==> src/hw/mutative_types.sv <==
package mutative_types;

    localparam int WAYS = 8;
    localparam int WAY_IDX_BITS = 3;
    localparam int SET_SIZE = 16;
    localparam int SET_BITS = 4;
    localparam int TAG_BITS = 8;
    localparam int ADDR_BITS = 12;
    localparam int DATA_BITS = 32;

    typedef struct packed {
        logic [TAG_BITS-1:0] tag;
        logic [SET_BITS-1:0] set_index;
    } cache_address_t;

    typedef struct packed {
        logic                valid;
        logic [TAG_BITS-1:0] tag;
    } tag_entry_t;

    typedef logic [DATA_BITS-1:0] data_word_t;

    typedef enum logic [1:0] {
        MODE_DM,
        MODE_2WAY,
        MODE_4WAY,
        MODE_8WAY
    } setup_t;

    // ways per group: 1, 2, 4 or 8
    function automatic logic [WAY_IDX_BITS:0] group_size(setup_t mode);
        return {{WAY_IDX_BITS{1'b0}}, 1'b1} << mode;
    endfunction

    // low (3 - mode) tag bits pick the group
    function automatic logic [WAY_IDX_BITS-1:0] group_base(setup_t mode,
                                                           logic [TAG_BITS-1:0] tag);
        logic [WAY_IDX_BITS-1:0] low;
        low = tag[WAY_IDX_BITS-1:0] & ({WAY_IDX_BITS{1'b1}} >> mode);
        return low << mode;
    endfunction

    function automatic logic [WAYS-1:0] group_mask(setup_t mode, logic [TAG_BITS-1:0] tag);
        logic [WAYS-1:0] mask;
        int              base;
        int              size;
        base = int'(group_base(mode, tag));
        size = int'(group_size(mode));
        for (int w = 0; w < WAYS; w++) begin
            mask[w] = (w >= base) && (w < base + size);
        end
        return mask;
    endfunction

endpackage
==> src/hw/tag_match.sv <==
`timescale 1ns/1ps

module tag_match (
    input  mutative_types::setup_t                  setup,
    input  mutative_types::cache_address_t          addr,
    input  mutative_types::tag_entry_t              tags [mutative_types::WAYS],
    output logic                                    hit,
    output logic [mutative_types::WAY_IDX_BITS-1:0] hit_way
);

    logic [mutative_types::WAYS-1:0] grp_mask;
    logic [mutative_types::WAYS-1:0] match;

    assign grp_mask = mutative_types::group_mask(setup, addr.tag);

    always_comb begin
        for (int w = 0; w < mutative_types::WAYS; w++) begin
            match[w] = grp_mask[w] && tags[w].valid && (tags[w].tag == addr.tag);
        end
    end

    assign hit = |match;

    // encoder, lowest matching way wins
    always_comb begin
        hit_way = '0;
        for (int w = mutative_types::WAYS - 1; w >= 0; w--) begin
            if (match[w]) begin
                hit_way = mutative_types::WAY_IDX_BITS'(w);
            end
        end
    end

    // fills only happen on a miss, so a tag never lands twice in a group
    always_comb begin
        assert final ($isunknown(match) || $onehot0(match))
            else $error("tag_match: tag %0h present in more than one way", addr.tag);
    end

endmodule

==> config.mk <==
export PLATFORM = sky130hd
export DESIGN_NAME = tag_match
export DESIGN_NICKNAME = d
export VERILOG_FILES = /design/src/hw/mutative_types.sv /design/src/hw/tag_match.sv
export SDC_FILE = /design/constraint.sdc
export NUM_CORES = 1
export LEC_CHECK = 0
export ABC_CLOCK_PERIOD_IN_PS = 7150
export BUFFER_PORTS_ARGS = -buffer_cell sky130_fd_sc_hd__buf_2
export CAP_MARGIN = 20
export CORE_UTILIZATION = 30
export DETAILED_ROUTE_END_ITERATION = 7
export PLACE_DENSITY_LB_ADDON = 0.1
export SLEW_MARGIN = 0
export SYNTH_ARGS = -nofsm -noshare
export SYNTH_HDL_FRONTEND = slang
export SYNTH_SLANG_ARGS = --single-unit
==> constraint.sdc <==
create_clock -name vclk -period 7.15
set_clock_uncertainty 0.2 [all_clocks]
set_input_delay 0.3575 -clock vclk [all_inputs]
set_output_delay 0.3575 -clock vclk [all_outputs]
set_load 0.03 [all_outputs]
==> results_dict.tcl, run 1 <==
set metrics [dict create \
    status "completed" \
    drc 0 \
    syn_nets 272 \
    setup_viol 0 \
    initial_core_util_pct 31.8 \
    grt_pass1_wl_um 6350 \
    seq_cells 0 \
    regArea_sq_um 0 \
    drive_above_1_share_pct 39.2 \
    dieArea_sq_um 4960 \
    period_minus_slack_ns 3.68 \
    synth_warnings 0 \
    holdBufCountCts 0 \
    die_w_um 70.4 \
    wire_per_inst_um 13.1 \
    num_vias 1500 \
    area_growth_pct 27.2 \
    maxCapViolCount 0 \
    synth_area_sq_um 1400 \
    cp.arrival_ns 3.12 \
    viasPerCell 4.89 \
    power.leakage_uw 0.000778 \
    io_buffer_count 86 \
    std_cell_rows 24 \
    cts_resized 0 \
    first_pass_iters 4 \
    synthCells 182 \
    gp_congestion 0.797 \
    antenna_found_initial 0 \
    tightest_slew_ns 0.570 \
    yosysUniqueCellTypes 53 \
    nets 347 \
    hold_viol_final 0 \
    pre_cts_ws_ns 3.42 \
    synth.area.top_cells "xnor2_1 29%, xor2_1 10%, nand4_1 4.5%" \
    die_h_um 70.4 \
    ys_seq_area_share_pct 0 \
    fmax_mhz 272 \
    crit_path_start_kind "input port" \
    drt.antenna.violating_nets 0 \
    grt_pass1_vias 1381 \
    power_density_nw_per_um2 59.2 \
    fin_tns_setup_ns 0 \
    io_pins 90 \
    drt_iter0_markers 47 \
    antenna_cells 0 \
    clkbuf_count 0 \
    track_usage_pct 15.6 \
    crit_fanout 17 \
    grt-ovfl-total 0 \
    yosys.area.top_type "xnor2_1" \
    worst_slack_ns 3.47 \
    hold_path.class "in2out" \
    cp_data_required_time_ns 6.59 \
    grt_max_degree 18 \
    netlist.area_leader.share_pct 28.7 \
    avgSynthCellArea_sq_um 7.71 \
    final-max-slew-violation-count 0 \
    rsz0062_at_grt "false" \
    relSlewSlack_pct 61.7 \
    core_area_sq_um 4410 \
    worst_setup_path_end_kind "output pin" \
    crit_type "in2out" \
    period_share_pct 51.4 \
    peakVddDrop_mv 0.0258 \
    postCtsSetupBuffers 0 \
    dpl.hpwl_um 3490 \
    wl_um 4010 \
]
[layout make-up]
cell class	instances	area, sq um
multi-input cells	166	1280
repair buffers	86	430
fillers	488	2630
well taps	52	65.1
inverters	3	11.3
[report_power, final]
group	total, uW	internal, uW	switching, uW	leakage, uW
clock	0	0	0	0
combinational	106	52.4	53.2	0.000778
sequential	0	0	0	0
total	106	52.4	53.2	0.000778
[layer usage]
metal	GRT usage [%]	wire, um	up-vias
li1	-	-	796
met1	19.9	1800	658
met2	29.1	1940	46
met3	2.31	271	0
met4	0	0	0
met5	0	0	-
[cell usage after synthesis (3+ instances only)]
cell type   n
a21oi_1     9
and2_1      3
buf_2       6
buf_6       5
ha_1        3
inv_1       3
nand2_1    10
nand3_1     7
nand4_1    10
nor2_1      5
nor3_1      4
o21ai_0     7
xnor2_1    46
xor2_1     16
[kinds of logic after synthesis]
family / after synthesis / synth area share (%)
simple gates: 61 / 27.7
xor+xnor: 63 / 40.6
mux: 1 / 0.713
fa+ha+maj: 4 / 4.10
buf+inv: 16 / 8.91
compound gates: 37 / 17.9
[through the flow]
stage               util, %  total power, uW  hold slack, ns  instance area, sq um  instances
floorplan                 -             75.3           0.889                  1400        182
global placement       40.4              107            1.15                  1790        307
detailed placement     40.4              107            1.15                  1790        307
CTS                    40.4              107            1.15                  1790        307
global route           40.4              118            1.16                  1790        307
finish                 40.4              106            1.14                  1790        307
[layout by cell type, fill, tap and decap left out, types with 3 or more instances in the layout]
cell,Yosys,final
xnor2_1,46,46
nand4_1,10,10
nand3_1,7,7
xor2_1,16,16
o21ai_0,7,7
buf_2,6,86
nand2_1,10,10
ha_1,3,3
nor2_1,5,5
nor3_1,4,4
a21oi_1,9,9
inv_1,3,3
and2_1,3,3
[path summary, 6_finish.rpt]
| kind | startpoint | endpoint | slack, ns | depth (start not counted) |
|---|---|---|---|---|
| min | tags[71] | hit_way[0] | 1.14 | 5 |
| max | addr[4] | hit_way[0] | 3.47 | 12 |
[worst max-delay path: stages]
cell and delay [ns]:
buf_2 0.31, and2_1 0.21, a21oi_1 0.05, nor2_1 0.20, fa_1 0.53, nor2_1 0.18, a21oi_1 0.05, o32ai_1 0.34
nor3_2 0.10, a2111o_1 0.40, a22oi_2 0.16, buf_2 0.22
Note: power is estimated with default switching activity, not from simulation.
==> run 2: changes to the inputs <==
--- a/config.mk
+++ b/config.mk
@@ -5,7 +5,7 @@
 export SDC_FILE = /design/constraint.sdc
 export NUM_CORES = 1
 export LEC_CHECK = 0
-export ABC_CLOCK_PERIOD_IN_PS = 7150
+export ABC_CLOCK_PERIOD_IN_PS = 3600
 export BUFFER_PORTS_ARGS = -buffer_cell sky130_fd_sc_hd__buf_2
 export CAP_MARGIN = 20
 export CORE_UTILIZATION = 30
==> constraint.sdc (replaced) <==
create_clock -name vclk -period 3.6
set_clock_uncertainty 0.2 [all_clocks]
set_input_delay 0.18 -clock vclk [all_inputs]
set_output_delay 0.18 -clock vclk [all_outputs]
set_load 0.03 [all_outputs]
==> run 2 against run 1 <==
Net effect: via count is 1.6% higher; combinational power rose by 100%; core utilization rose by 0.51 points; routed wire length up 2.1%; hold slack got worse by 0.35 ns; cell count up 0.98%; power is 100% higher; global-route usage is 0.60 points higher; setup slack got worse by 3.2 ns; sequential share of layout area is the same; sequential cell count unchanged; non-clock buffer count rose by 3; largest cell class unchanged.
==> results_dict.tcl, run 2 (synthesis gave the netlist of run 1 again) <==
set metrics [dict create \
    seqPwrFrac_pct 0 \
    hp-start "tags[71]" \
    io_pins 90 \
    critPathSlowestCell "fa_1" \
    seq_cells 0 \
    peakVddDrop_mv 0.0535 \
    antenna_found_initial 0 \
    grt_pass1_vias 1493 \
    viasPerCell 4.92 \
    maxCapViolCount 0 \
    initial_core_util_pct 31.8 \
    switching_share_pct 50.2 \
    power_density_nw_per_um2 118 \
    final-max-slew-violation-count 0 \
    std_cell_rows 24 \
    cp_data_required_time_ns 3.22 \
    hold_viol_final 0 \
    cts_resized 0 \
    crit_fanout 16 \
    gp_congestion 0.809 \
    drt.antenna.violating_nets 0 \
    grt_max_degree 17 \
    dpl.hpwl_um 3580 \
    rsz0062_at_grt "false" \
    crit_type "in2out" \
    die_w_um 70.4 \
    top_layer "met3" \
    grt_pass1_wl_um 6620 \
    setup_viol 0 \
    period_minus_slack_ns 3.28 \
    die_h_um 70.4 \
    tightest_slew_ns 0.633 \
    post_dp_cell_area_sq_um 1810 \
    drc 0 \
    wl_um 4090 \
    endpoint "hit_way[0]" \
    crit_path_start_kind "input port" \
    holdBufCountCts 0 \
    cp.arrival_ns 2.90 \
    antenna_cells 0 \
    clock_power_share_pct 0 \
    fin_area_sq_um 1810 \
    dr_wl_met2_um 1950 \
    crit_chain "buf_2 > nor2_1 > and2_1 > ha_1 > fa_1 > nor2_1 > a21oi_1 > o32ai_1 > nor3_2 > a2111o_1 > a22oi_2 > buf_2" \
    period_share_pct 91.1 \
    drt_iter0_markers 37 \
    final_common_cell "buf_2" \
    relSlewSlack_pct 57.4 \
    utilization_pct 41.0 \
    hold_path.class "in2out" \
    clkbuf_count 0 \
    worst_setup_path_end_kind "output pin" \
    track_usage_pct 16.2 \
    comb_power_share_pct 100.0 \
    postCtsSetupBuffers 0 \
    drive_above_1_share_pct 39.9 \
    cp_num_buf_inv 2 \
    io_buffer_count 86 \
    p_int_uw 106 \
    nets 350 \
    met3_length_um 231 \
    core_area_sq_um 4410 \
    grt-ovfl-total 0 \
    num_vias 1524 \
    first_pass_iters 4 \
    fin_tns_setup_ns 0 \
    met1_length_um 1910 \
    slowest_delay_ns 0.56 \
    power.leakage_uw 0.000793 \
    startpoint "setup[0]" \
    wire_per_inst_um 13.2 \
    p_sw_uw 107 \
    status "completed" \
    dieArea_sq_um 4960 \
    fmax_mhz 305 \
    cp.depth 12 \
    area_growth_pct 28.8 \
    layout_common_cells "86 x buf_2, 46 x xnor2_1, 16 x xor2_1" \
    crit_family "compound AO/OA/AOI/OAI gates" \
    regArea_sq_um 0 \
]
run 2: layer usage:
metal	up-vias	track usage, %
met5	-	0
met4	0	0.222
met3	0	1.73
met2	50	30.3
met1	677	21.0
li1	797	-
run 2: worst min path at each step:
stage | to | slack [ns] | depth (start not counted)
after floorplan | hit_way[0] | 0.53 | 4
after global routing | hit_way[0] | 0.81 | 5
final | hit_way[0] | 0.79 | 5
after CTS | hit_way[0] | 0.78 | 5
after global placement | hit_way[0] | 0.79 | 5
after detailed placement | hit_way[0] | 0.78 | 5
run 2: power by group through the flow:
| stage | registers, uW | logic, uW | clock network, uW |
|---|---|---|---|
| 2_1_floorplan | 0 | 149 | 0 |
| 3_3_place_gp | 0 | 215 | 0 |
| 3_5_place_dp | 0 | 216 | 0 |
| 4_1_cts | 0 | 216 | 0 |
| 5_1_grt | 0 | 237 | 0 |
| 6_report | 0 | 214 | 0 |
run 2: layout make-up:
cell class	count	area, sq um
fill	492	2610
timing repair buffer	89	453
tap	52	65.1
inverter	3	11.3
multi-input combinational	166	1280
run 2: metrics by stage:
step	hold slack (ns)	total power, uW	worst slack [ns]	std cells
2_1_floorplan	0.534	149	0.500	182
3_3_place_gp	0.793	215	0.327	310
3_5_place_dp	0.782	216	0.332	310
4_1_cts	0.782	216	0.327	310
5_1_grt	0.812	237	0.143	310
6_report	0.790	214	0.320	310
