--- src/hw/mutative_types.sv ---
package mutative_types;

    localparam int WAYS = 8;
    localparam int WAY_IDX_BITS = 3;
    localparam int SET_SIZE = 16;
    localparam int SET_BITS = 4;
    localparam int TAG_BITS = 8;
    localparam int ADDR_BITS = 12;
    localparam int DATA_BITS = 32;

    typedef struct packed {
        logic [TAG_BITS-1:0] tag;
        logic [SET_BITS-1:0] set_index;
    } cache_address_t;

    typedef struct packed {
        logic                valid;
        logic [TAG_BITS-1:0] tag;
    } tag_entry_t;

    typedef logic [DATA_BITS-1:0] data_word_t;

    typedef enum logic [1:0] {
        MODE_DM,
        MODE_2WAY,
        MODE_4WAY,
        MODE_8WAY
    } setup_t;

    // ways per group: 1, 2, 4 or 8
    function automatic logic [WAY_IDX_BITS:0] group_size(setup_t mode);
        return {{WAY_IDX_BITS{1'b0}}, 1'b1} << mode;
    endfunction

    // low (3 - mode) tag bits pick the group
    function automatic logic [WAY_IDX_BITS-1:0] group_base(setup_t mode,
                                                           logic [TAG_BITS-1:0] tag);
        logic [WAY_IDX_BITS-1:0] low;
        low = tag[WAY_IDX_BITS-1:0] & ({WAY_IDX_BITS{1'b1}} >> mode);
        return low << mode;
    endfunction

    function automatic logic [WAYS-1:0] group_mask(setup_t mode, logic [TAG_BITS-1:0] tag);
        logic [WAYS-1:0] mask;
        int              base;
        int              size;
        base = int'(group_base(mode, tag));
        size = int'(group_size(mode));
        for (int w = 0; w < WAYS; w++) begin
            mask[w] = (w >= base) && (w < base + size);
        end
        return mask;
    endfunction

endpackage
--- src/hw/cache_ctrl.sv ---
`timescale 1ns/1ps

module cache_ctrl (
    input  logic                                    clk,
    input  logic                                    rst,
    input  logic                                    req,
    input  mutative_types::cache_address_t          addr,
    output logic                                    busy,
    output mutative_types::cache_address_t          lookup_addr,
    input  logic                                    hit,
    input  logic [mutative_types::WAY_IDX_BITS-1:0] hit_way,
    input  logic [mutative_types::WAY_IDX_BITS-1:0] evict_way,
    input  logic [mutative_types::WAYS-1:0]         evict_we,
    output logic                                    mem_req,
    input  logic                                    mem_rsp_valid,
    output logic [mutative_types::WAYS-1:0]         fill_we,
    output logic                                    touch,
    output logic [mutative_types::WAY_IDX_BITS-1:0] touch_way,
    output logic                                    rsp_valid,
    output logic                                    rsp_hit
);

    typedef enum logic [1:0] {
        ST_IDLE,
        ST_LOOKUP,
        ST_WAIT_MEM
    } state_t;

    state_t                         state;
    mutative_types::cache_address_t addr_q;
    logic                           refill_q; // lookup after a fill answers as a miss
    logic                           fill;

    always_ff @(posedge clk) begin
        if (rst) begin
            state <= ST_IDLE;
            refill_q <= 1'b0;
        end else begin
            case (state)
                ST_IDLE: begin
                    if (req) begin
                        state <= ST_LOOKUP;
                    end
                end
                ST_LOOKUP: begin
                    state <= (hit || refill_q) ? ST_IDLE : ST_WAIT_MEM;
                    refill_q <= 1'b0;
                end
                ST_WAIT_MEM: begin
                    if (mem_rsp_valid) begin
                        state <= ST_LOOKUP;
                        refill_q <= 1'b1;
                    end
                end
                default: state <= ST_IDLE;
            endcase
        end
    end

    always_ff @(posedge clk) begin
        if (state == ST_IDLE && req) begin
            addr_q <= addr;
        end
    end

    assign busy = (state != ST_IDLE);
    assign lookup_addr = addr_q;
    assign fill = (state == ST_WAIT_MEM) && mem_rsp_valid;
    assign fill_we = fill ? evict_we : '0;
    assign rsp_valid = (state == ST_LOOKUP) && (hit || refill_q);
    assign rsp_hit = (state == ST_LOOKUP) && hit && !refill_q;
    assign mem_req = (state == ST_LOOKUP) && !hit && !refill_q;
    assign touch = fill || rsp_hit;
    assign touch_way = fill ? evict_way : hit_way;

    // one request in flight, the next mem_req only after the answer
    assert property (@(posedge clk) disable iff (rst)
        mem_req |=> (state == ST_WAIT_MEM) && !mem_req)
        else $error("cache_ctrl: mem_req while waiting for memory");

    // the written way must hit on the replayed lookup
    assert property (@(posedge clk) disable iff (rst)
        fill |=> hit && (hit_way == $past(evict_way)))
        else $error("cache_ctrl: filled way does not hit after refill");

endmodule

--- config.mk ---
export PLATFORM = sky130hd
export DESIGN_NAME = cache_ctrl
export DESIGN_NICKNAME = d
export VERILOG_FILES = /design/src/hw/mutative_types.sv /design/src/hw/cache_ctrl.sv
export SDC_FILE = /design/constraint.sdc
export NUM_CORES = 1
export LEC_CHECK = 0
export CAP_MARGIN = 20
export CORE_UTILIZATION = 47
export CTS_CLUSTER_DIAMETER = 200
export DETAILED_ROUTE_END_ITERATION = 10
export DONT_BUFFER_PORTS = 1
export PLACE_DENSITY = 0.67
export RECOVER_POWER = 50
export SYNTH_ARGS = -nofsm -noshare
export SYNTH_HDL_FRONTEND = slang
export SYNTH_SLANG_ARGS = --single-unit
export TNS_END_PERCENT = 100
--- constraint.sdc ---
create_clock -name clk -period 2.55 [get_ports clk]
set_input_delay 0.255 -clock clk [delete_from_list [all_inputs] [get_ports clk]]
set_output_delay 0.255 -clock clk [all_outputs]
set_load 0.02 [all_outputs]
==> metrics.md, run 1 <==
| Metric | Value |
|---|---|
| Synth top area share | `57.0%` |
| Multi-input gate area | `~190 sq um` |
| Largest net degree at the start of global routing | `14` |
| FP Rows | `12` |
| Seq/Total Area, Yosys | `66.5%` |
| Initial Utilization | `54.0%` |
| P_leak | `0.243 nW` |
| Hold path endpoint | `refill_q` |
| Worst setup SP type | `register` |
| Nets@finish | `79` |
| Max incr delay on CP | `approximately 0.42 ns` |
| Die Span Y | `about 39 microns` |
| Hold path startpoint | `rst` |
| Mapped cell area | `roughly 630 sq um` |
| Die area | `roughly 0.0015 sq mm` |
| Placed cells | `57` |
| Port bufs | `0` |
| Post-DP Area | `646 sq um` |
| Hold path cells | `1` |
| Total GRT Usage | `14.9%` |
| Critical path endpoint category | `primary output` |
| Worst hold slack | `0.0526 ns` |
| Post-route minimum period | `about 1.8 ns` |
| Final ANT Viol Nets | `0` |
| Register area | `420 sq um` |
| Fillers | `102` |
| Finished Cell Area | `663 sq um` |
| Clock Pin Slew Worst Setup and Hold Paths | `0.08 ns` |
| # hold bufs at CTS | `0` |
| First-pass GRT wire length | `1390 microns` |
| Worst Tran Pin Value | `0.694 ns` |
| Routed len/inst | `16.3 microns` |
| Cell breakdown of the critical path | `nand2b_1 -> nor3b_2 -> or2_1` |
| GR Overflow Total | `0` |
| CTS Sinks | `15` |
| Final Util | `56.6%` |
| YS warnings | `0` |
| Total CTS buffers | `3` |
| WS Path Type | `register to primary output` |
| Io pins | `59` |
| Slew Limit Fails | `0` |
| Die Wd | `between 30 and 40 microns` |
| Vias per cell | `5.57` |
| Final setup violating endpoints | `0` |
| DR iter-0 viols | `0` |
| CTS tree | `yes` |
| DRT Wirelength | `roughly 1000 microns` |
| Via count | `340` |
| Synthesized instance count | `43` |
| Slowest CP cell | `nor3b_2` |
| Post-Syn Nets | `74` |
| Crit path max-delay family | `simple AND/OR/NAND/NOR gates` |
| Synthesis-to-finish area growth | `4.95%` |
| Status | `finished, final reports clean` |
| Worst Skew | `0.00161 ns` |
| Req. time, crit path | `2.30 ns` |
| Cell taking the most area after synthesis | `edfxtp_1` |
| Cell Pwr Density | `696 mW/mm^2` |
| RSZ-0062 raised after global routing | `no` |
| Worst Path Max Fanout | `5` |
| Final count of hold timing violations | `0` |
| Worst r2r path cells | `3` |
| CORE AREA | `0.00117 sq mm` |
| Routability cong. | `0.704` |
| Slew HR | `between 50% and 60%` |
| Synthesized area per cell | `14.7 sq um` |
| Worst path bufs/invs | `0` |
| Layout Cells excl Fill | `61` |
| Synth top area cells | `edfxtp_1 57%, dfxtp_1 9.5%, and2_2 5.9%` |
| Initial antenna violation count | `0` |
| Clk_lat worst skew | `around 0.26 ns` |
| Clock tree buffer depth | `2` |
| Fmax | `roughly 560 MHz` |
| Sum of negative setup slack | `0 ns` |
| N_diodes | `0` |
| Tcrit/Tclk final | `69.7%` |
| Drt first pass iters | `1` |
| Max Cap Viol | `0` |
| Worst r2r src | `state[1]` |
| Post-CTS sizing | `0` |
| CP Data Arrival Time | `1.52 ns` |
| Root Buffer | `clkbuf_4` |
| R2R Path End | `state[1]` |
| R2r setup slk | `about 1.1 ns` |
| Unique masters post-synth | `19` |
| Share of cells above drive strength 1 | `between 30% and 40%` |
| Hold Path Class | `input pin to register` |
| Drt drc | `0` |
| Vias in the first global route | `323` |
| Yosys reg bits | `15` |
| H-tree Lvls | `1` |
| Worst vdd ir | `283 uV` |
| Post-CTS setup buffer count | `0` |
-- logic make-up after synthesis --
logic type	count (synthesis)	share of synthesized area (%)
and+or+nand+nor	20	21.8
DFF	15	66.5
muxes	4	6.93
AOI/OAI and AO/OA	2	2.38
buffers and inverters	2	2.38
-- worst max-delay path by stage --
stage | start | end | cells after the start
5_1_grt | state[0] | touch | 3
6_report | state[1] | touch | 3
3_5_place_dp | state[1] | touch | 3
3_3_place_gp | state[1] | touch | 3
2_1_floorplan | state[1] | lookup_addr[0] | 2
4_1_cts | state[1] | touch | 3
-- Yosys cell counts --
master	instances
edfxtp_1	12
buf_6	1
nor3b_1	1
or2_1	1
a21oi_1	1
nor2_1	4
o21ba_2	1
and2_1	3
nand2b_1	1
and3b_4	1
and2_2	5
or2_2	1
mux2_2	3
mux2i_1	1
nor3_2	1
dfxtp_1	3
nor3b_2	1
nor3_1	1
inv_1	1
-- state kept, by name, indices dropped and copies added, names as in the netlist --
signal and cells:
lookup_addr 12, state 2, refill_q 1
-- where the power goes --
group          internal [mW]  switching, mW  leakage [nW]
clock                 0.0604         0.0612        0.0150
sequential             0.283         0.0218         0.140
combinational         0.0112         0.0240        0.0888
-- layer usage --
metal / part of all wire (%) / track usage [%] / wire length (microns) / vias to the layer above
li1: - / - / - / 160
met5: 0 / 0 / 0 / -
met1: 38 / 15.1 / 380 / 139
met2: 51 / 25.0 / 511 / 39
met4: 1.6 / 12.9 / 16 / 0
met3: 8.8 / 3.47 / 88 / 2
-- cells in the final DEF, fill, tap and decap left out --
cell type / Yosys / layout
buf_4: 0 / 1
dfxtp_1: 3 / 3
nor3b_1: 1 / 1
or2_1: 1 / 1
nor3b_2: 1 / 1
o21ba_2: 1 / 1
clkbuf_4: 0 / 3
nor2_1: 4 / 4
a21oi_1: 1 / 1
and3b_1: 0 / 1
edfxtp_1: 12 / 12
and2_1: 3 / 3
clkbuf_1: 0 / 1
mux2_2: 3 / 3
mux2i_1: 1 / 1
or2_2: 1 / 1
and2_2: 5 / 5
inv_1: 1 / 1
nand2b_1: 1 / 1
nor3_1: 1 / 2
-- through the flow --
| stage | worst slack (ns) | total power, mW |
|---|---|---|
| 6_report | 0.773 | 0.461 |
| 4_1_cts | 0.747 | 0.471 |
| 5_1_grt | 0.681 | 0.481 |
| 3_3_place_gp | 1.08 | 0.345 |
| 2_1_floorplan | 0.929 | 0.340 |
| 3_5_place_dp | 1.05 | 0.347 |
-- layout make-up --
cell class	instances	area share (%)
clock buffer	4	3.96
timing repair buffer	1	1.13
sequential	15	63.4
inverter	1	0.566
tap	14	2.64
multi-input combinational	26	28.3
Power figures use the tool's default switching activity.
==> run 2, diff against run 1 <==
--- a/config.mk
+++ b/config.mk
@@ -5,6 +5,7 @@
 export SDC_FILE = /design/constraint.sdc
 export NUM_CORES = 1
 export LEC_CHECK = 0
+export ABC_AREA = 1
 export CAP_MARGIN = 20
 export CORE_UTILIZATION = 47
 export CTS_CLUSTER_DIAMETER = 200
==> constraint.sdc (replaced) <==
create_clock -name clk -period 1.7 [get_ports clk]
set_input_delay 0.17 -clock clk [delete_from_list [all_inputs] [get_ports clk]]
set_output_delay 0.17 -clock clk [all_outputs]
set_load 0.02 [all_outputs]
==> run 2 against run 1 <==
Final cell count up 66%; via count is 45% higher; sequential cell count unchanged; register-to-register slack worse by 0.70 ns; synthesized cell count grew 53%; critical endpoint is now touch_way[2]; largest power group unchanged; highest routed layer is now met3.
==> metrics.md, run 2 <==
| Metric | Value |
|---|---|
| Status | `finished, final reports clean` |
| Register area | `420 sq um` |
| R2R Path End | `lookup_addr[2]` |
| Cell taking the most area after synthesis | `edfxtp_1` |
| Worst setup SP type | `register` |
| YS warnings | `0` |
| Synthesized area per cell | `between 9 and 10 sq um` |
| First-pass GRT wire length | `~1600 microns` |
| Cell breakdown of the critical path | `nand3_4 -> o21ai_0 -> buf_4` |
| Port bufs | `0` |
| Clk_lat worst skew | `0.27 ns` |
| Final ANT Viol Nets | `0` |
| H-tree Lvls | `1` |
| CORE AREA | `0.00119 sq mm` |
| Critical path endpoint category | `primary output` |
| Asr flop ratio synth | `0%` |
| Worst r2r src | `state[0]` |
| Fillers | `between 80 and 90` |
| Power, Total | `0.768 mW` |
| Compound-cell area share of the yosys netlist | `under 10%` |
| Slew HR | `74.9%` |
| Io pins | `about 60` |
| RSZ-0062 raised after global routing | `no` |
| Hold path cells | `3` |
| Slowest CP cell | `dfxtp_1` |
| Synth top area share | `55.8%` |
| Vias in the first global route | `392` |
| Initial antenna violation count | `0` |
| Worst Skew | `0.00607 ns` |
| Tcrit/Tclk final | `84.1%` |
| Drt drc | `0` |
| Drt first pass iters | `4` |
| Clock Pin Slew Worst Setup and Hold Paths | `0.08 ns` |
| Cell Pwr Density | `around 910 mW/mm^2` |
| Synth Area in Simple Gates | `18.0%` |
| Seq/Total Area, Yosys | `roughly 65%` |
| Die Wd | `39.1 microns` |
| Post-Syn Nets | `between 90 and 100` |
| Req. time, crit path | `1.53 ns` |
| Synth top area cells | `edfxtp_1 56%, dfxtp_1 9.3%, inv_1 9.3%` |
| N_diodes | `0` |
| Worst Path Max Fanout | `16` |
| P_leak | `0.389 nW` |
| GR Overflow Total | `0` |
| Xor and xnor area share after synthesis | `0%` |
| Post-route minimum period | `1.43 ns` |
| Hold Path Class | `input pin to register` |
| Unique masters post-synth | `12` |
| Post-synthesis mux area share | `0%` |
| Routability cong. | `0.726` |
| Fmax | `700 MHz` |
| Final setup violating endpoints | `0` |
| Post-synth EDFFs | `12` |
| WS Path Type | `register to primary output` |
| Worst Setup SP | `state[1]` |
| Yosys reg bits | `15` |
| Initial Utilization | `54.4%` |
| Routed len/inst | `12.1 microns` |
| R2r setup slk | `0.43 ns` |
| DRT Wirelength | `1230 microns` |
| Nets@finish | `119` |
| Slew Limit Fails | `0` |
| Synthesized instance count | `66` |
| Worst Tran Pin Value | `0.376 ns` |
| Max Cap Viol | `0` |
| Largest net degree at the start of global routing | `17` |
| DR iter-0 viols | `10` |
| Total GRT Usage | `16.7%` |
| Clock tree buffer depth | `2` |
| Total CTS buffers | `3` |
| CP Data Arrival Time | `1.26 ns` |
| Synthesis-to-finish area growth | `31.0%` |
| Prevailing post-synth register cell | `edfxtp_1` |
| Worst path bufs/invs | `1` |
| Die Span Y | `39.1 microns` |
| Synth Area in Adders | `0%` |
| Via count | `493` |
| Sum of negative setup slack | `0 ns` |
| Root Buffer | `clkbuf_4` |
| CTS tree | `yes` |
| Largest family of logic cells by synthesized area | `simple AND/OR/NAND/NOR gates` |
| Max incr delay on CP | `0.43 ns` |
| Worst vdd ir | `around 500 uV` |
| Hold path endpoint | `state[0]` |
| Worst r2r path cells | `4` |
| Die area | `0.00153 sq mm` |
| Max FFs per register | `12` |
| Final count of hold timing violations | `0` |
| Vias per cell | `4.88` |
| Post-DP HPWL | `897 microns` |
| Most frequent cells in the layout | `16 x inv_1, 16 x nor2_1, 13 x dlygate4sd3_1` |
| Mapped cell area | `646 sq um` |
| Crit path max-delay family | `flip-flops` |
| Post-synth top cells | `16 x inv_1, 16 x nor2_1, 12 x edfxtp_1` |
| FP Rows | `12` |
| CTS Sinks | `15` |
| Multi-input gate area | `150 sq um` |
| Post-CTS sizing | `0` |
| Hold path startpoint | `rst` |
| Share of cells above drive strength 1 | `between 10% and 20%` |
==> run 2: cell types whose count changed after synthesis, moves of 3 or more <==
cell	change
nor2_1	+12
o21ai_0	+4
nand2_1	+9
and2_1	-3
mux2_2	-3
and2_2	-5
inv_1	+15
==> run 2: through the flow <==
stage	instance area [sq um]	util (%)	hold slack, ns	instances	setup WS, ns
2_1_floorplan	646	-	0.232	66	0.167
3_3_place_gp	689	58.1	0.234	84	0.476
3_5_place_dp	689	58.1	0.236	84	0.440
4_1_cts	846	71.3	0.0361	101	0.263
5_1_grt	846	71.3	0.0624	101	0.153
6_report	846	71.3	0.0374	101	0.271
==> run 2: worst max-delay path by stage <==
stage,cells past startpoint,endpoint
floorplan,3,lookup_addr[0]
global placement,4,lookup_addr[7]
detailed placement,4,lookup_addr[2]
CTS,3,touch_way[2]
global route,4,touch_way[0]
finish,3,touch_way[2]
==> run 2: layer usage <==
| layer | track usage, % | vias to the layer above | wire length, microns |
|---|---|---|---|
| li1 | - | 243 | - |
| met1 | 19.3 | 201 | 499 |
| met2 | 25.8 | 49 | 573 |
| met3 | 4.62 | 0 | 154 |
| met4 | 12.9 | 0 | 0 |
| met5 | 0 | - | 0 |
==> run 2: worst min-delay path, delay by kind of cell <==
| family | cells | cell delay [ns] |
|---|---|---|
| and+or+nand+nor | 3 | 0.11 |
==> run 2: layout make-up <==
type	count	share of cell area, %
Clock buffer	4	3.11
Inverter	17	7.54
Multi-Input combinational cell	33	17.8
Sequential cell	15	49.7
Tap cell	14	2.07
Timing Repair Buffer	18	19.8
==> run 2: cell families (layout without fill, tap and decap cells) <==
logic type,Yosys count,in the layout
AND/OR/NAND/NOR,27,27
AO/OA/AOI/OAI,6,6
buffers and inverters,18,39
flip-flops,15,15
==> run 2: where the power goes <==
group	switching (mW)	internal, mW
clock	0.101	0.0908
sequential	0.0369	0.428
combinational	0.0654	0.0449
total	0.203	0.564
==> run 2: timing repair <==
item | in CTS | in global routing
setup buffers | 0 | 0
hold buffers | 13 | 0
endpoints found under the hold margin | 14 | 0
==> run 3, diff against run 2 <==
==> constraint.sdc (replaced) <==
create_clock -name clk -period 1.4 [get_ports clk]
set_input_delay 0.14 -clock clk [delete_from_list [all_inputs] [get_ports clk]]
set_output_delay 0.14 -clock clk [all_outputs]
set_load 0.02 [all_outputs]
==> run 3 against run 2 <==
Sequential power rose by 22%; critical path depth grew 1; global-route usage grew 0.83 points; first-iteration DRC count is 40% higher; largest cell class unchanged; highest routed layer is now met4.
==> metrics.md, run 3 (synthesis results as in run 2) <==
| Metric | Value |
|---|---|
| Status | `finished, final reports clean` |
| Synthesis-to-finish area growth | `39.3%` |
| Worst Setup SP | `state[1]` |
| GRT Max-Usage Layer | `met2` |
| Total CTS buffers | `3` |
| Clk_lat worst skew | `around 0.27 ns` |
| DRT Wirelength | `around 1300 microns` |
| Worst setup SP type | `register` |
| R2r setup slk | `0.16 ns` |
| Drt drc | `0` |
| Slew HR | `72.0%` |
| Sw Ratio | `26.9%` |
| Initial Utilization | `54.4%` |
| H-tree Lvls | `1` |
| Share of cells above drive strength 1 | `between 10% and 20%` |
| Final worst slack | `0.0621 ns` |
| Tcrit/Tclk final | `95.6%` |
| Vias per cell | `5.21` |
| Worst r2r src | `state[0]` |
| Die area | `0.00153 sq mm` |
| Hold path endpoint | `state[1]` |
| Post-route minimum period | `1.34 ns` |
| First-pass GRT wire length | `between 1500 and 2000 microns` |
| Placed cells | `86` |
| Fmax | `747 MHz` |
| Die Span Y | `39.1 microns` |
| Most frequent cells in the layout | `16 x inv_1, 15 x nor2_1, 14 x dlygate4sd3_1` |
| WS Path Type | `register to primary output` |
| Cell breakdown of the critical path | `inv_1 -> nand2_1 -> o21ai_0 -> buf_4` |
| Layout Cells excl Fill | `106` |
| Largest net degree at the start of global routing | `17` |
| CTS Sinks | `15` |
| Met2 GRT Util | `31.3%` |
| Total GRT Usage | `17.6%` |
| Port bufs | `0` |
| Initial antenna violation count | `0` |
| FP Rows | `12` |
| Hold path cells | `3` |
| Post-DP HPWL | `955 microns` |
| Pint | `~0.7 mW` |
| Final setup violating endpoints | `0` |
| Hold Path Class | `input pin to register` |
| DR iter-0 viols | `14` |
| Via count | `about 550` |
| Net Switching | `0.257 mW` |
| Worst r2r path cells | `4` |
| Clock Pin Slew Worst Setup and Hold Paths | `approximately 0.09 ns` |
| Clk pwr share | `24.6%` |
| Sequential share of power | `between 50% and 60%` |
| Clock tree buffer depth | `2` |
| Max Cap Viol | `0` |
| Critical path endpoint category | `primary output` |
| CP Data Arrival Time | `1.20 ns` |
| Nets@finish | `124` |
| CORE AREA | `0.00119 sq mm` |
| Cell Pwr Density | `1060 mW/mm^2` |
| N_diodes | `0` |
| Root Buffer | `clkbuf_4` |
| Final count of hold timing violations | `0` |
| CTS tree | `yes` |
| P_leak | `just over 0.4 nW` |
| Worst Path Max Fanout | `5` |
| Met1 Use GR | `16.6%` |
| Io pins | `59` |
| Slew Limit Fails | `0` |
| Final ANT Viol Nets | `0` |
| Slowest CP cell | `dfxtp_2` |
| Commonest non-fill, non-tap cell in the layout | `inv_1` |
| Vias in the first global route | `424` |
| Routed len/inst | `~12 microns` |
| Worst Skew | `0.00695 ns` |
| Routability cong. | `0.698` |
| Power, Total | `0.954 mW` |
| R2R Path End | `lookup_addr[1]` |
| Worst Tran Pin Value | `roughly 0.42 ns` |
| Max incr delay on CP | `0.37 ns` |
| Worst vdd ir | `547 uV` |
| Sum of negative setup slack | `0 ns` |
| Comb pwr share | `between 15 and 20%` |
| Max FFs per register | `12` |
| Hold path startpoint | `hit` |
| Drt first pass iters | `4` |
| Req. time, crit path | `1.26 ns` |
| GR Overflow Total | `0` |
| Worst hold slack | `0.0723 ns` |
| Grt met3 use | `about 5.2%` |
| Worst slack at placement | `0.220 ns` |
| Die Wd | `39.1 microns` |
| RSZ-0062 raised after global routing | `yes` |
==> run 3: cell count changes in the layout (fill, tap and decap cells not counted), sizes merged <==
| cell | previous run | this run |
|---|---|---|
| buf | 5 | 8 |
| dlygate4sd3 | 13 | 14 |
| nand3 | 2 | 3 |
==> run 3: metal layers <==
metal  share of wire, %  vias to the layer above
met5                  0                        -
met4                2.6                        0
met2                 48                       60
met1                 36                      227
met3                 13                        8
li1                   -                      257
==> run 3: worst max-delay path: cells and delay by family, from the launching register on <==
kind,cells,cell delay (ns)
AND/OR/NAND/NOR,1,0.10
flip-flops,1,0.37
AO/OA/AOI/OAI,1,0.20
buffers and inverters,2,0.25
==> run 3: layout make-up <==
class	instances	area [sq um]
fillers	82	287
repair buffers	22	200
clock buffers	4	26.3
inverters	17	63.8
well taps	14	17.5
multi-input cells	34	170
flip-flops and latches	15	422
==> run 3: how the worst max path moves through the flow <==
stage / end / slack, ns / cells past startpoint
after floorplan: lookup_addr[0] / 0.06 / 3
after global placement: lookup_addr[11] / 0.24 / 4
after detailed placement: lookup_addr[7] / 0.22 / 4
after CTS: touch_way[0] / 0.02 / 4
after global routing: fill_we[5] / -0.003 / 3
final: touch / 0.06 / 4
==> run 3: through the flow <==
stage                     cell area (sq um)  util, %
after floorplan                         648        -
after global placement                  707     59.6
after detailed placement                707     59.6
after CTS                               875     73.7
after global routing                    900     75.8
final                                   900     75.8
==> run 3: power by group through the flow <==
stage,Sequential [mW],Combinational [mW],Clock [mW]
6_report,0.566,0.153,0.235
5_1_grt,0.570,0.165,0.259
4_1_cts,0.566,0.149,0.242
3_5_place_dp,0.576,0.116,0
3_3_place_gp,0.574,0.112,0
2_1_floorplan,0.572,0.0804,0
==> run 3: timing repair <==
item | CTS | global route
resized for setup | 1 | 3
setup endpoints to repair | 3 | 11
hold buffers | 14 | 0
gates cloned | 0 | 1
pin swaps | 0 | 0
buffers inserted | 0 | 1
hold endpoints to repair | 15 | 0
