[config.mk]
export PLATFORM = sky130hd
export DESIGN_NAME = mutative_plru
export DESIGN_NICKNAME = d
export VERILOG_FILES = /design/src/hw/mutative_types.sv /design/src/hw/mutative_plru.sv
export SDC_FILE = /design/constraint.sdc
export NUM_CORES = 1
export LEC_CHECK = 0
export ABC_CLOCK_PERIOD_IN_PS = 4900
export BUFFER_PORTS_ARGS = -buffer_cell sky130_fd_sc_hd__buf_2
export CELL_PAD_IN_SITES_DETAIL_PLACEMENT = 1
export CELL_PAD_IN_SITES_GLOBAL_PLACEMENT = 1
export CORE_MARGIN = 5
export CORE_UTILIZATION = 40
export CTS_CLUSTER_SIZE = 24
export DETAILED_ROUTE_END_ITERATION = 8
export PLACE_DENSITY = 0.67
export SLEW_MARGIN = 25
export SYNTH_ARGS = -nofsm -noshare
export SYNTH_HDL_FRONTEND = slang
export SYNTH_SLANG_ARGS = --single-unit
[constraint.sdc]
create_clock -name clk -period 4.9 [get_ports clk]
set_clock_uncertainty 0.2 [all_clocks]
set_input_delay 0.98 -clock clk [delete_from_list [all_inputs] [get_ports clk]]
set_output_delay 0.98 -clock clk [all_outputs]
set_load 0.05 [all_outputs]
[src/hw/mutative_types.sv]
package mutative_types;

    localparam int WAYS = 8;
    localparam int WAY_IDX_BITS = 3;
    localparam int SET_SIZE = 16;
    localparam int SET_BITS = 4;
    localparam int TAG_BITS = 8;
    localparam int ADDR_BITS = 12;
    localparam int DATA_BITS = 32;

    typedef struct packed {
        logic [TAG_BITS-1:0] tag;
        logic [SET_BITS-1:0] set_index;
    } cache_address_t;

    typedef struct packed {
        logic                valid;
        logic [TAG_BITS-1:0] tag;
    } tag_entry_t;

    typedef logic [DATA_BITS-1:0] data_word_t;

    typedef enum logic [1:0] {
        MODE_DM,
        MODE_2WAY,
        MODE_4WAY,
        MODE_8WAY
    } setup_t;

    // ways per group: 1, 2, 4 or 8
    function automatic logic [WAY_IDX_BITS:0] group_size(setup_t mode);
        return {{WAY_IDX_BITS{1'b0}}, 1'b1} << mode;
    endfunction

    // low (3 - mode) tag bits pick the group
    function automatic logic [WAY_IDX_BITS-1:0] group_base(setup_t mode,
                                                           logic [TAG_BITS-1:0] tag);
        logic [WAY_IDX_BITS-1:0] low;
        low = tag[WAY_IDX_BITS-1:0] & ({WAY_IDX_BITS{1'b1}} >> mode);
        return low << mode;
    endfunction

    function automatic logic [WAYS-1:0] group_mask(setup_t mode, logic [TAG_BITS-1:0] tag);
        logic [WAYS-1:0] mask;
        int              base;
        int              size;
        base = int'(group_base(mode, tag));
        size = int'(group_size(mode));
        for (int w = 0; w < WAYS; w++) begin
            mask[w] = (w >= base) && (w < base + size);
        end
        return mask;
    endfunction

endpackage
[src/hw/mutative_plru.sv]
`timescale 1ns/1ps

module mutative_plru (
    input  logic                                    clk,
    input  logic                                    rst,
    input  mutative_types::setup_t                  setup,
    input  mutative_types::cache_address_t          cache_address,
    input  logic                                    touch,
    input  logic [mutative_types::WAY_IDX_BITS-1:0] touch_way,
    output logic [mutative_types::WAY_IDX_BITS-1:0] evict_way,
    output logic [mutative_types::WAYS-1:0]         evict_we
);

    logic [mutative_types::WAYS-1:0] used_bits [mutative_types::SET_SIZE];

    logic [mutative_types::WAY_IDX_BITS-1:0] base;
    logic [mutative_types::WAYS-1:0]         grp_mask;
    logic [mutative_types::WAYS-1:0]         set_bits;
    logic [mutative_types::WAYS-1:0]         touch_bit;
    logic [mutative_types::WAYS-1:0]         next_bits;
    logic                                    do_update;

    assign base = mutative_types::group_base(setup, cache_address.tag);
    assign grp_mask = mutative_types::group_mask(setup, cache_address.tag);
    assign set_bits = used_bits[cache_address.set_index];
    assign touch_bit = mutative_types::WAYS'(1) << touch_way;

    // only a clear bit changes anything and dm ignores the bits
    assign do_update = touch && (setup != mutative_types::MODE_DM) && !set_bits[touch_way];

    always_comb begin
        next_bits = set_bits | touch_bit;
        if ((next_bits & grp_mask) == grp_mask) begin
            next_bits = (set_bits & ~grp_mask) | touch_bit; // last clear bit restarts the group
        end
    end

    always_ff @(posedge clk) begin
        if (rst) begin
            for (int s = 0; s < mutative_types::SET_SIZE; s++) begin
                used_bits[s] <= '0;
            end
        end else if (do_update) begin
            used_bits[cache_address.set_index] <= next_bits;
        end
    end

    // victim is the lowest clear way in the group
    always_comb begin
        evict_way = base;
        if (setup != mutative_types::MODE_DM) begin
            for (int w = mutative_types::WAYS - 1; w >= 0; w--) begin
                if (grp_mask[w] && !set_bits[w]) begin
                    evict_way = mutative_types::WAY_IDX_BITS'(w);
                end
            end
        end
    end

    assign evict_we = mutative_types::WAYS'(1) << evict_way;

    // hits and fills from the controller must stay in the addressed group
    assert property (@(posedge clk) disable iff (rst)
        touch |-> grp_mask[touch_way])
        else $error("mutative_plru: touch of way %0d outside group", touch_way);

    // victim mask names exactly one way of the active group
    assert property (@(posedge clk) disable iff (rst)
        $onehot(evict_we & grp_mask))
        else $error("mutative_plru: evict mask %b not one way of group %b", evict_we, grp_mask);

endmodule

==> flow_summary.json, run 1 <==
{
  "outcome": "complete, but fails checks",
  "violations": "negative setup slack",
  "worst-setup-path-type": "in2out",
  "cts-root-buf": "clkbuf_16",
  "min_period_ns": 4.99,
  "vias": 4618,
  "final_area_mm2": 0.00866,
  "floorplan.initialDensity_pct": 40.5,
  "endpoint_kind": "primary output",
  "worstPathRequired_ns": 3.72,
  "ys_seq_area_share_pct": 57.7,
  "final_nets": 639,
  "power.leakage_nw": 3.21,
  "synthCells": 505,
  "largest_reg_flops": 128,
  "clock_latency_ns": 0.42,
  "cts_tree": "built",
  "syn_to_final_growth_pct": 29.9,
  "grt_overflow": 0,
  "setup_viol": 7,
  "crit_chain": "buf_12, nor3_4, ha_2, fa_2, xor2_4, a2111oi_4, buf_4, a221o_1, o32ai_4, a21oi_2, o41ai_4, nand2b_1, nor2b_4, buf_8",
  "p_int_mw": 2.23,
  "powerDensity_mw_per_mm2": 359,
  "syn_nets": 529,
  "fillers": 1651,
  "postPlaceCellArea_mm2": 0.00778,
  "switching_share_pct": 28.3,
  "regMostFlops": "used_bits",
  "power.share.clock_pct": 36.5,
  "grt_max_degree": 18,
  "p_switching_uw": 882,
  "holdWs_ns": 1.01,
  "drv_cap": 0,
  "fin_crit_sh_pct": 102,
  "core_mm2": 0.0165,
  "grt_pass1_vias": 5095,
  "ys_warn_count": 0,
  "preCtsSetupSlack_ns": -0.417,
  "max_slew_margin_pct": 51.6,
  "ys_ff_latch": 128,
  "slowest_delay_ns": 0.44,
  "ant_nets": 0,
  "synth_top_cell_by_area": "edfxtp_1",
  "cp_top_family": "compound AO/OA/AOI/OAI gates",
  "top_regs": "used_bits (128)",
  "hpwl_um": 12800,
  "crit_path_start_kind": "input pin",
  "rsz0062_at_grt": "true",
  "critical_path.max_fanout": 7,
  "antenna_found_initial": 0,
  "ys_types": 50,
  "finalSetupTns_ns": -0.399,
  "drc": 0,
  "via_per_inst": 5.45,
  "fin_ws_ns": -0.0887,
  "maxSlewViolCount": 0,
  "gp_congestion": 0.872,
  "hold_class": "reg2reg",
  "syn_area_mm2": 0.00666,
  "yosys-top-cells-count": "nor2_1 (146), edfxtp_1 (128), mux4_2 (35)",
  "post_drt_wl_per_cell_um": 21.6,
  "numPortBuffers": 25,
  "wl_um": 18300,
  "clk_path_buf_depth": 2,
  "dr.pass1.iters": 4,
  "critical_path_buf_inv_count": 3,
  "htree_levels": 4,
  "die_w_um": 139,
  "yosysMostFrequentCell": "nor2_1",
  "grt_usage_pct": 19.3,
  "tritoncts.num_buffers": 17,
  "regArea_mm2": 0.00384,
  "fin_util_pct": 52.6,
  "slowest_stage": "o41ai_4",
  "combPwrFrac_pct": 23.1,
  "async_flop_share_pct": 0,
  "die_h_um": 139,
  "timing.fmax_mhz": 200,
  "synth-edff-count": 128,
  "worstPathArrival_ns": 3.81,
  "hold_viol": 0,
  "yosys-top-cells-area": "edfxtp_1 (58%), mux4_2 (12%), nor2_1 (8.2%)",
  "cts_sinks": 128,
  "avgSynthCellArea_um2": 13.2,
  "worst_pin_slew_ns": 0.724,
  "drive_above_1_share_pct": 40.5,
  "ir_worst_vdd_mv": 0.259,
  "clk_pin_slew_worst_paths_ns": 0.06,
  "grt_pass1_wl_um": 28200,
  "multi_input_area_mm2": 0.00291,
  "synth-main-ff-cell": "edfxtp_1",
  "fp.dieArea_mm2": 0.0193,
  "drtIter0Drc": 237,
  "io_pins": 31,
  "netlist.area_leader.share_pct": 57.7,
  "sequentialPowerShare_pct": 40.4,
  "diodes": 0,
  "fp-row-count": 47,
  "cts_hold_repair.buffers": 0
}
[cell families after synthesis]
group / after synthesis / share of synthesized area, %
xor+xnor: 1 / 0.131
simple gates: 241 / 19.2
compound gates: 54 / 6.44
fa+ha+maj: 4 / 0.864
buf+inv: 37 / 2.84
flops: 128 / 57.7
mux: 40 / 12.8
[routing by layer]
| metal | wire, um | vias up | share of wire [%] | track usage, % |
|---|---|---|---|---|
| met5 | 0 | - | 0 | 0 |
| met1 | 7380 | 2344 | 40 | 22.5 |
| li1 | - | 2126 | - | - |
| met4 | 689 | 0 | 3.8 | 8.81 |
| met3 | 594 | 39 | 3.2 | 3.69 |
| met2 | 9620 | 109 | 53 | 34.5 |
[worst paths after layout]
kind	startpoint	endpoint	slack [ns]	cells after the start
setup / recovery	setup[1]	evict_we[3]	-0.09	14
hold reg to reg	used_bits[1][3]	used_bits[8][3]	1.01	6
hold / removal	used_bits[1][3]	used_bits[8][3]	1.01	6
setup reg to reg	used_bits[15][3]	used_bits[2][3]	1.31	10
[placed cells by master (no fill, tap or decap), types with 3 or more instances in the layout]
| cell | count |
|---|---|
| nor2_1 | 139 |
| edfxtp_1 | 128 |
| buf_4 | 88 |
| mux4_2 | 35 |
| nand2b_1 | 18 |
| nand2_1 | 17 |
| clkbuf_16 | 17 |
| a22oi_1 | 13 |
| buf_2 | 12 |
| buf_6 | 11 |
| nand4_4 | 10 |
| buf_12 | 9 |
| o31ai_2 | 7 |
| nand3_1 | 6 |
| nor2_2 | 5 |
| nor2b_1 | 5 |
| nand3b_1 | 5 |
| nand4_2 | 5 |
| clkinvlp_4 | 5 |
| clkinv_2 | 5 |
| a21o_1 | 4 |
| a21oi_2 | 4 |
| nor2b_4 | 3 |
| and2_1 | 3 |
| a21oi_1 | 3 |
| o32ai_2 | 3 |
| inv_1 | 3 |
| a211o_1 | 3 |
| o22ai_1 | 3 |
| or3_1 | 3 |
| buf_8 | 3 |
[stage by stage]
| stage | std cells | power (mW) |
|---|---|---|
| CTS | 842 | 3.10 |
| global placement | 803 | 1.89 |
| floorplan | 505 | 1.67 |
| detailed placement | 803 | 1.91 |
| finish | 847 | 3.11 |
| global route | 847 | 3.22 |
[worst register-to-register path, stage by stage (launching register included)]
cell      delay [ns]
edfxtp_1        0.36
mux4_2          0.52
a22oi_1         0.24
buf_4           0.17
nand2_1         0.12
buf_4           0.18
mux4_2          0.49
mux2i_4         0.18
buf_12          0.21
nand4_1         0.15
nand2b_1        0.41
[final cells by class]
class | count | share of cell area (%)
clock buffers | 19 | 5.00
flip-flops and latches | 128 | 44.4
inverters | 4 | 0.202
well taps | 220 | 3.18
repair buffers | 124 | 12.4
multi-input cells | 340 | 33.7
clock inverters | 12 | 1.11
[power by group through the flow]
stage	clock (mW)	combinational, mW	sequential [mW]
finish	1.14	0.718	1.26
global placement	0	0.616	1.28
floorplan	0	0.397	1.27
global route	1.21	0.756	1.26
CTS	1.15	0.694	1.26
detailed placement	0	0.634	1.28
[repair_timing]
action / 4_1_cts / 5_1_grt
buffers inserted: 8 / 5
setup endpoints to repair: 11 / 11
gates cloned: 0 / 0
gates resized for setup: 48 / 13
pin swaps: 15 / 6
(Power assumes the default switching activity.)
==> run 2: changes to the inputs <==
BUFFER_PORTS_ARGS = -buffer_cell sky130_fd_sc_hd__buf_4   (was -buffer_cell sky130_fd_sc_hd__buf_2)
CORE_UTILIZATION = 46   (was 40)
GPL_TIMING_DRIVEN = 0   (was not set)
PLACE_DENSITY = 0.76   (was 0.67)
==> run 2 against run 1 <==
The flow still finishes with violations (negative setup slack). Total power increased by 4.9%. Register-to-register slack got worse by 0.48 ns. Core utilization up 5.4 points. Routed wire length grew 12%. Flip-flop and latch count unchanged. Sequential power hardly changed. Critical path type unchanged. Critical endpoint unchanged. Setup slack got worse by 0.15 ns. Highest routed layer unchanged. Largest power group is now clock. Die area down 12%. First-iteration DRC count rose by 59%.
==> flow_summary.json, run 2 (same netlist as run 1, synthesis figures left out) <==
{
  "total_power_mw": 3.26,
  "slowest_delay_ns": 0.44,
  "drtIter0Drc": 377,
  "fin_crit_sh_pct": 105,
  "io_pins": 31,
  "floorplan.initialDensity_pct": 46.4,
  "preCtsSetupSlack_ns": -0.795,
  "final_nets": 595,
  "switching_share_pct": 27.9,
  "grt_usage_pct": 24.7,
  "min_period_ns": 5.14,
  "fp.dieArea_mm2": 0.0170,
  "hold_viol": 0,
  "sequentialPowerShare_pct": 38.6,
  "worst_pin_slew_ns": 0.760,
  "diodes": 0,
  "timing.fmax_mhz": 195,
  "maxSlewViolCount": 0,
  "layout.cells.most_common": "nor2_1",
  "die_h_um": 130,
  "worstPathRequired_ns": 3.72,
  "timing.rr.start": "used_bits[0][1]",
  "power.share.clock_pct": 39.6,
  "final_area_mm2": 0.00832,
  "antenna_found_initial": 0,
  "ant_nets": 0,
  "clk_path_buf_depth": 2,
  "crit_path_start_kind": "input pin",
  "largest_reg_flops": 128,
  "tritoncts.num_buffers": 17,
  "clk_pin_slew_worst_paths_ns": 0.05,
  "grt_pass1_wl_um": 30100,
  "max_slew_margin_pct": 49.3,
  "grt_pass1_vias": 4998,
  "wl_um": 20400,
  "die_w_um": 130,
  "gp_congestion": 0.895,
  "htree_levels": 4,
  "post_drt_wl_per_cell_um": 26.5,
  "fin_ws_ns": -0.237,
  "critical_path.max_fanout": 7,
  "p_switching_uw": 911,
  "grt_overflow": 0,
  "critical_path_buf_inv_count": 5,
  "r2r_slack_ns": 0.83,
  "numPortBuffers": 20,
  "top_regs": "used_bits (128)",
  "crit_chain": "buf_8, buf_12, mux2i_2, nor2_2, ha_1, a21o_1, a2111oi_4, a221o_1, o32ai_4, buf_6, o31ai_4, o31ai_4, inv_2, nand2b_1, nor2b_4, buf_8",
  "slowest_stage": "a2111oi_4",
  "clock_latency_ns": 0.41,
  "cts_tree": "built",
  "reg2reg_depth": 6,
  "drive_above_1_share_pct": 33.9,
  "crit_end": "evict_we[3]",
  "dp.cells": 709,
  "powerDensity_mw_per_mm2": 392,
  "setup_viol": 10,
  "cp_top_family": "compound AO/OA/AOI/OAI gates",
  "p_int_mw": 2.35,
  "final_cell_mix": "nor2_1 (139), edfxtp_1 (128), buf_4 (35), mux4_2 (35), nand2b_1 (18)",
  "cts_sinks": 128,
  "rsz0062_at_grt": "true",
  "dr.pass1.iters": 5,
  "ir_worst_vdd_mv": 0.299,
  "cts-root-buf": "clkbuf_16",
  "startpoint": "setup[0]",
  "worstPathArrival_ns": 3.96,
  "core_mm2": 0.0144,
  "drv_cap": 0,
  "via_per_inst": 6.19,
  "crit_cells": 16,
  "postPlaceCellArea_mm2": 0.00720,
  "hold_class": "reg2reg",
  "vias": 4751,
  "outcome": "complete, but fails checks",
  "combPwrFrac_pct": 21.8,
  "power.leakage_nw": 3.00,
  "finalSetupTns_ns": -1.71,
  "violations": "negative setup slack",
  "fp-row-count": 44,
  "final_cells": 768,
  "r2r_end": "used_bits[2][2]",
  "endpoint_kind": "primary output",
  "syn_to_final_growth_pct": 24.9,
  "worst-setup-path-type": "in2out",
  "drc": 0,
  "regMostFlops": "used_bits",
  "grt_max_degree": 17,
  "hpwl_um": 13300
}
## run 2: changes by cell type in the layout (fill, tap and decap cells not counted), moves of 3 or more
| cell | before | now |
|---|---|---|
| bufinv_16 | 1 | 4 |
| nor2_4 | 2 | 5 |
| nor2_2 | 5 | 2 |
| clkbuf_1 | 2 | 13 |
| o31ai_2 | 7 | 3 |
| buf_12 | 9 | 1 |
| buf_8 | 3 | 6 |
| clkinvlp_4 | 5 | 1 |
| o31ai_4 | 1 | 4 |
| buf_4 | 88 | 35 |
## run 2: worst min path at each step
stage	startpoint	to	slack [ns]	depth (start not counted)
global placement	used_bits[11][2]	used_bits[6][2]	0.96	5
CTS	used_bits[11][2]	used_bits[4][2]	0.93	5
detailed placement	used_bits[6][0]	used_bits[7][0]	0.94	5
global route	used_bits[7][4]	used_bits[7][4]	0.97	5
finish	used_bits[4][4]	used_bits[7][4]	0.93	5
floorplan	used_bits[2][2]	used_bits[6][2]	0.77	5
## run 2: layer usage
layer / up-vias / wire length [um] / GRT usage (%)
li1: 2052 / - / -
met1: 2438 / 7610 / 29.2
met2: 195 / 10300 / 41.5
met3: 66 / 1320 / 5.94
met4: 0 / 1180 / 13.9
met5: - / 0 / 0
## run 2: power by group through the flow
| stage | Clock (mW) | Sequential [mW] | Combinational, mW |
|---|---|---|---|
| after floorplan | 0 | 1.27 | 0.397 |
| after global routing | 1.36 | 1.26 | 0.742 |
| final | 1.29 | 1.26 | 0.711 |
| after global placement | 0 | 1.28 | 0.541 |
| after CTS | 1.30 | 1.26 | 0.632 |
| after detailed placement | 0 | 1.28 | 0.562 |
## run 2: layout make-up
cell class | count | area (um^2)
inverters | 4 | 15.0
well taps | 184 | 230
plain buffers | 32 | 196
clock buffers | 19 | 433
clock inverters | 13 | 169
fillers | 1373 | 6050
multi-input cells | 340 | 3000
repair buffers | 48 | 432
flip-flops and latches | 128 | 3840
## run 2: worst min-delay path: stages (launching register included)
cell and delay (ns):
edfxtp_1 0.31, mux4_2 0.23, a22oi_1 0.09, nand3_1 0.11, o31ai_2 0.16, nor2_1 0.11
## run 2: timing repair
item / in CTS / in global routing
hold endpoints to repair: 0 / 0
setup endpoints to repair: 92 / 73
setup buffers: 18 / 10
hold buffers: 0 / 0
pin swaps: 19 / 14
resized for setup: 41 / 25
## run 2: through the flow
| step | hold slack (ns) | utilization (%) |
|---|---|---|
| 3_5_place_dp | 0.944 | 50.1 |
| 4_1_cts | 0.929 | 56.5 |
| 2_1_floorplan | 0.774 | - |
| 3_3_place_gp | 0.962 | 49.9 |
| 6_report | 0.925 | 57.9 |
| 5_1_grt | 0.969 | 57.9 |
==> run 3: changes to the inputs <==
==> constraint.sdc (replaced) <==
create_clock -name clk -period 4.9 [get_ports clk]
set_clock_uncertainty 0.2 [all_clocks]
set_input_delay 0.49 -clock clk [delete_from_list [all_inputs] [get_ports clk]]
set_output_delay 0.49 -clock clk [all_outputs]
set_load 0.05 [all_outputs]
==> run 3 against run 2 <==
The run now ends clean. Cell count decreased by 2.7%. Via count is 3.3% lower. Combinational power decreased by 18%. Setup slack gained 0.58 ns. Largest power group unchanged. Highest routed layer unchanged.
==> flow_summary.json, run 3 (same netlist as run 1, synthesis figures left out) <==
{
  "dr.pass1.iters": 5,
  "htree_levels": 4,
  "io_pins": 31,
  "grt_pass1_vias": 4855,
  "crit_end": "evict_we[1]",
  "ant_nets": 0,
  "die_w_um": 130,
  "cts_sinks": 128,
  "drc": 0,
  "grt_max_degree": 17,
  "critical_path.max_fanout": 10,
  "outcome": "completed",
  "clock_latency_ns": 0.42,
  "endpoint_kind": "primary output",
  "numPortBuffers": 20,
  "rsz0062_at_grt": "false",
  "via_per_inst": 6.15,
  "core_mm2": 0.0144,
  "hold_viol": 0,
  "worstPathRequired_ns": 4.21,
  "worst-setup-path-type": "in2out",
  "drv_cap": 0,
  "vias": 4594,
  "antenna_found_initial": 0,
  "hpwl_um": 13500,
  "top_regs": "used_bits (128)",
  "crit_path_start_kind": "input pin",
  "timing.fmax_mhz": 219,
  "switching_share_pct": 28.2,
  "regMostFlops": "used_bits",
  "final_nets": 574,
  "r2r_slack_ns": 0.86,
  "diodes": 0,
  "clk_pin_slew_worst_paths_ns": 0.06,
  "fillers": 1410,
  "cts_hold_repair.buffers": 0,
  "grt_overflow": 0,
  "sequentialPowerShare_pct": 39.6,
  "setup_viol": 0,
  "grt_usage_pct": 24.1,
  "power.share.clock_pct": 42.0,
  "ir_worst_vdd_mv": 0.247,
  "combPwrFrac_pct": 18.4,
  "worst_pin_slew_ns": 0.851,
  "worstPathArrival_ns": 3.87,
  "slowest_delay_ns": 0.49,
  "drive_above_1_share_pct": 25.8,
  "preCtsSetupSlack_ns": -0.767,
  "r2r_end": "used_bits[2][5]",
  "max_slew_margin_pct": 43.3,
  "drtIter0Drc": 480,
  "grt_pass1_wl_um": 29300,
  "largest_reg_flops": 128,
  "fp.dieArea_mm2": 0.0170,
  "cts_tree": "built",
  "p_switching_uw": 897,
  "path_common_cell": "buf_4",
  "final_cell_mix": "nor2_1 (146), edfxtp_1 (128), mux4_2 (35), buf_4 (28), nand2_1 (19)",
  "fp-row-count": 44,
  "gp_congestion": 0.863,
  "fin_util_pct": 54.5,
  "reg2reg_depth": 6,
  "floorplan.initialDensity_pct": 46.4,
  "syn_to_final_growth_pct": 17.5,
  "hold_class": "in2reg",
  "fin_ws_ns": 0.339,
  "cts-root-buf": "clkbuf_16",
  "p_int_mw": 2.28,
  "tritoncts.num_buffers": 17,
  "crit_chain": "buf_4, buf_2, nor3_1, ha_1, fa_1, a31o_2, a21oi_1, o32ai_1, o31ai_1, inv_1, or2_2, nor2b_1, buf_4",
  "post_drt_wl_per_cell_um": 26.2,
  "slowest_stage": "nor3_1",
  "die_h_um": 130,
  "min_period_ns": 4.56,
  "powerDensity_mw_per_mm2": 405,
  "power.leakage_nw": 2.81,
  "clk_path_buf_depth": 2,
  "wl_um": 19600,
  "fin_crit_sh_pct": 93.1,
  "timing.rr.start": "used_bits[15][1]",
  "startpoint": "setup[1]",
  "layout.cells.most_common": "nor2_1",
  "maxSlewViolCount": 0
}
-- run 3: cell count changes in the layout (fill, tap and decap cells not counted), sizes merged --
cell | previous run | this run
buf | 68 | 46
clkinv | 8 | 5
clkinvlp | 1 | 4
inv | 4 | 5
-- run 3: timing repair --
| item | in CTS | in global routing |
|---|---|---|
| endpoints found under the setup margin | 41 | 88 |
| setup buffers | 0 | 6 |
| gates resized for setup | 4 | 8 |
| gates cloned | 0 | 0 |
| pin swaps | 0 | 5 |
-- run 3: area by class of cell --
cell class | instances | area (um^2) | share of cell area (%)
timing repair buffer | 26 | 195 | 2.49
multi-input combinational | 340 | 2750 | 35.2
sequential | 128 | 3840 | 49.1
clock buffer | 18 | 429 | 5.48
clock inverter | 14 | 190 | 2.43
inverter | 4 | 15.0 | 0.192
buffer | 33 | 174 | 2.22
tap | 184 | 230 | 2.94
-- run 3: how the worst min path moves through the flow --
stage	startpoint	to	slack, ns	depth (start not counted)
3_5_place_dp	used_bits[11][2]	used_bits[9][2]	0.96	5
6_report	rst	used_bits[7][3]	0.63	2
4_1_cts	cache_address[3]	used_bits[5][1]	0.61	4
2_1_floorplan	rst	used_bits[11][0]	0.72	1
5_1_grt	rst	used_bits[11][2]	0.66	2
3_3_place_gp	used_bits[7][4]	used_bits[6][4]	0.96	5
-- run 3: routing by layer --
layer	track usage [%]	part of all wire, %	up-vias
li1	-	-	2008
met1	30.1	38	2356
met2	42.4	52	182
met3	3.97	5.7	48
met4	9.01	3.6	0
met5	0	0	-
-- run 3: worst max-delay path, delay by kind of cell --
kind | cells | cell delay, ns
simple gates | 3 | 0.94
buf+inv | 4 | 0.63
fa+ha+maj | 2 | 0.78
compound gates | 4 | 1.04
-- run 3: power groups by stage --
stage                     sequential, mW  combinational, mW  clock, mW
after CTS                           1.26              0.547       1.33
final                               1.26              0.583       1.33
after global placement              1.28              0.517          0
after detailed placement            1.28              0.537          0
after global routing                1.26              0.612       1.39
after floorplan                     1.27              0.372          0
-- run 3: per-stage QoR --
step                      instances  total power [mW]  instance area, um^2  setup TNS (ns)  hold slack (ns)
final                           747              3.17                 7830               0            0.629
after global routing            747              3.26                 7830               0            0.656
after CTS                       741              3.14                 7730               0            0.611
after detailed placement        709              1.82                 7080          -46.00            0.963
after global placement          709              1.79                 7070          -43.18            0.963
after floorplan                 505              1.65                 6690        -0.00423            0.725
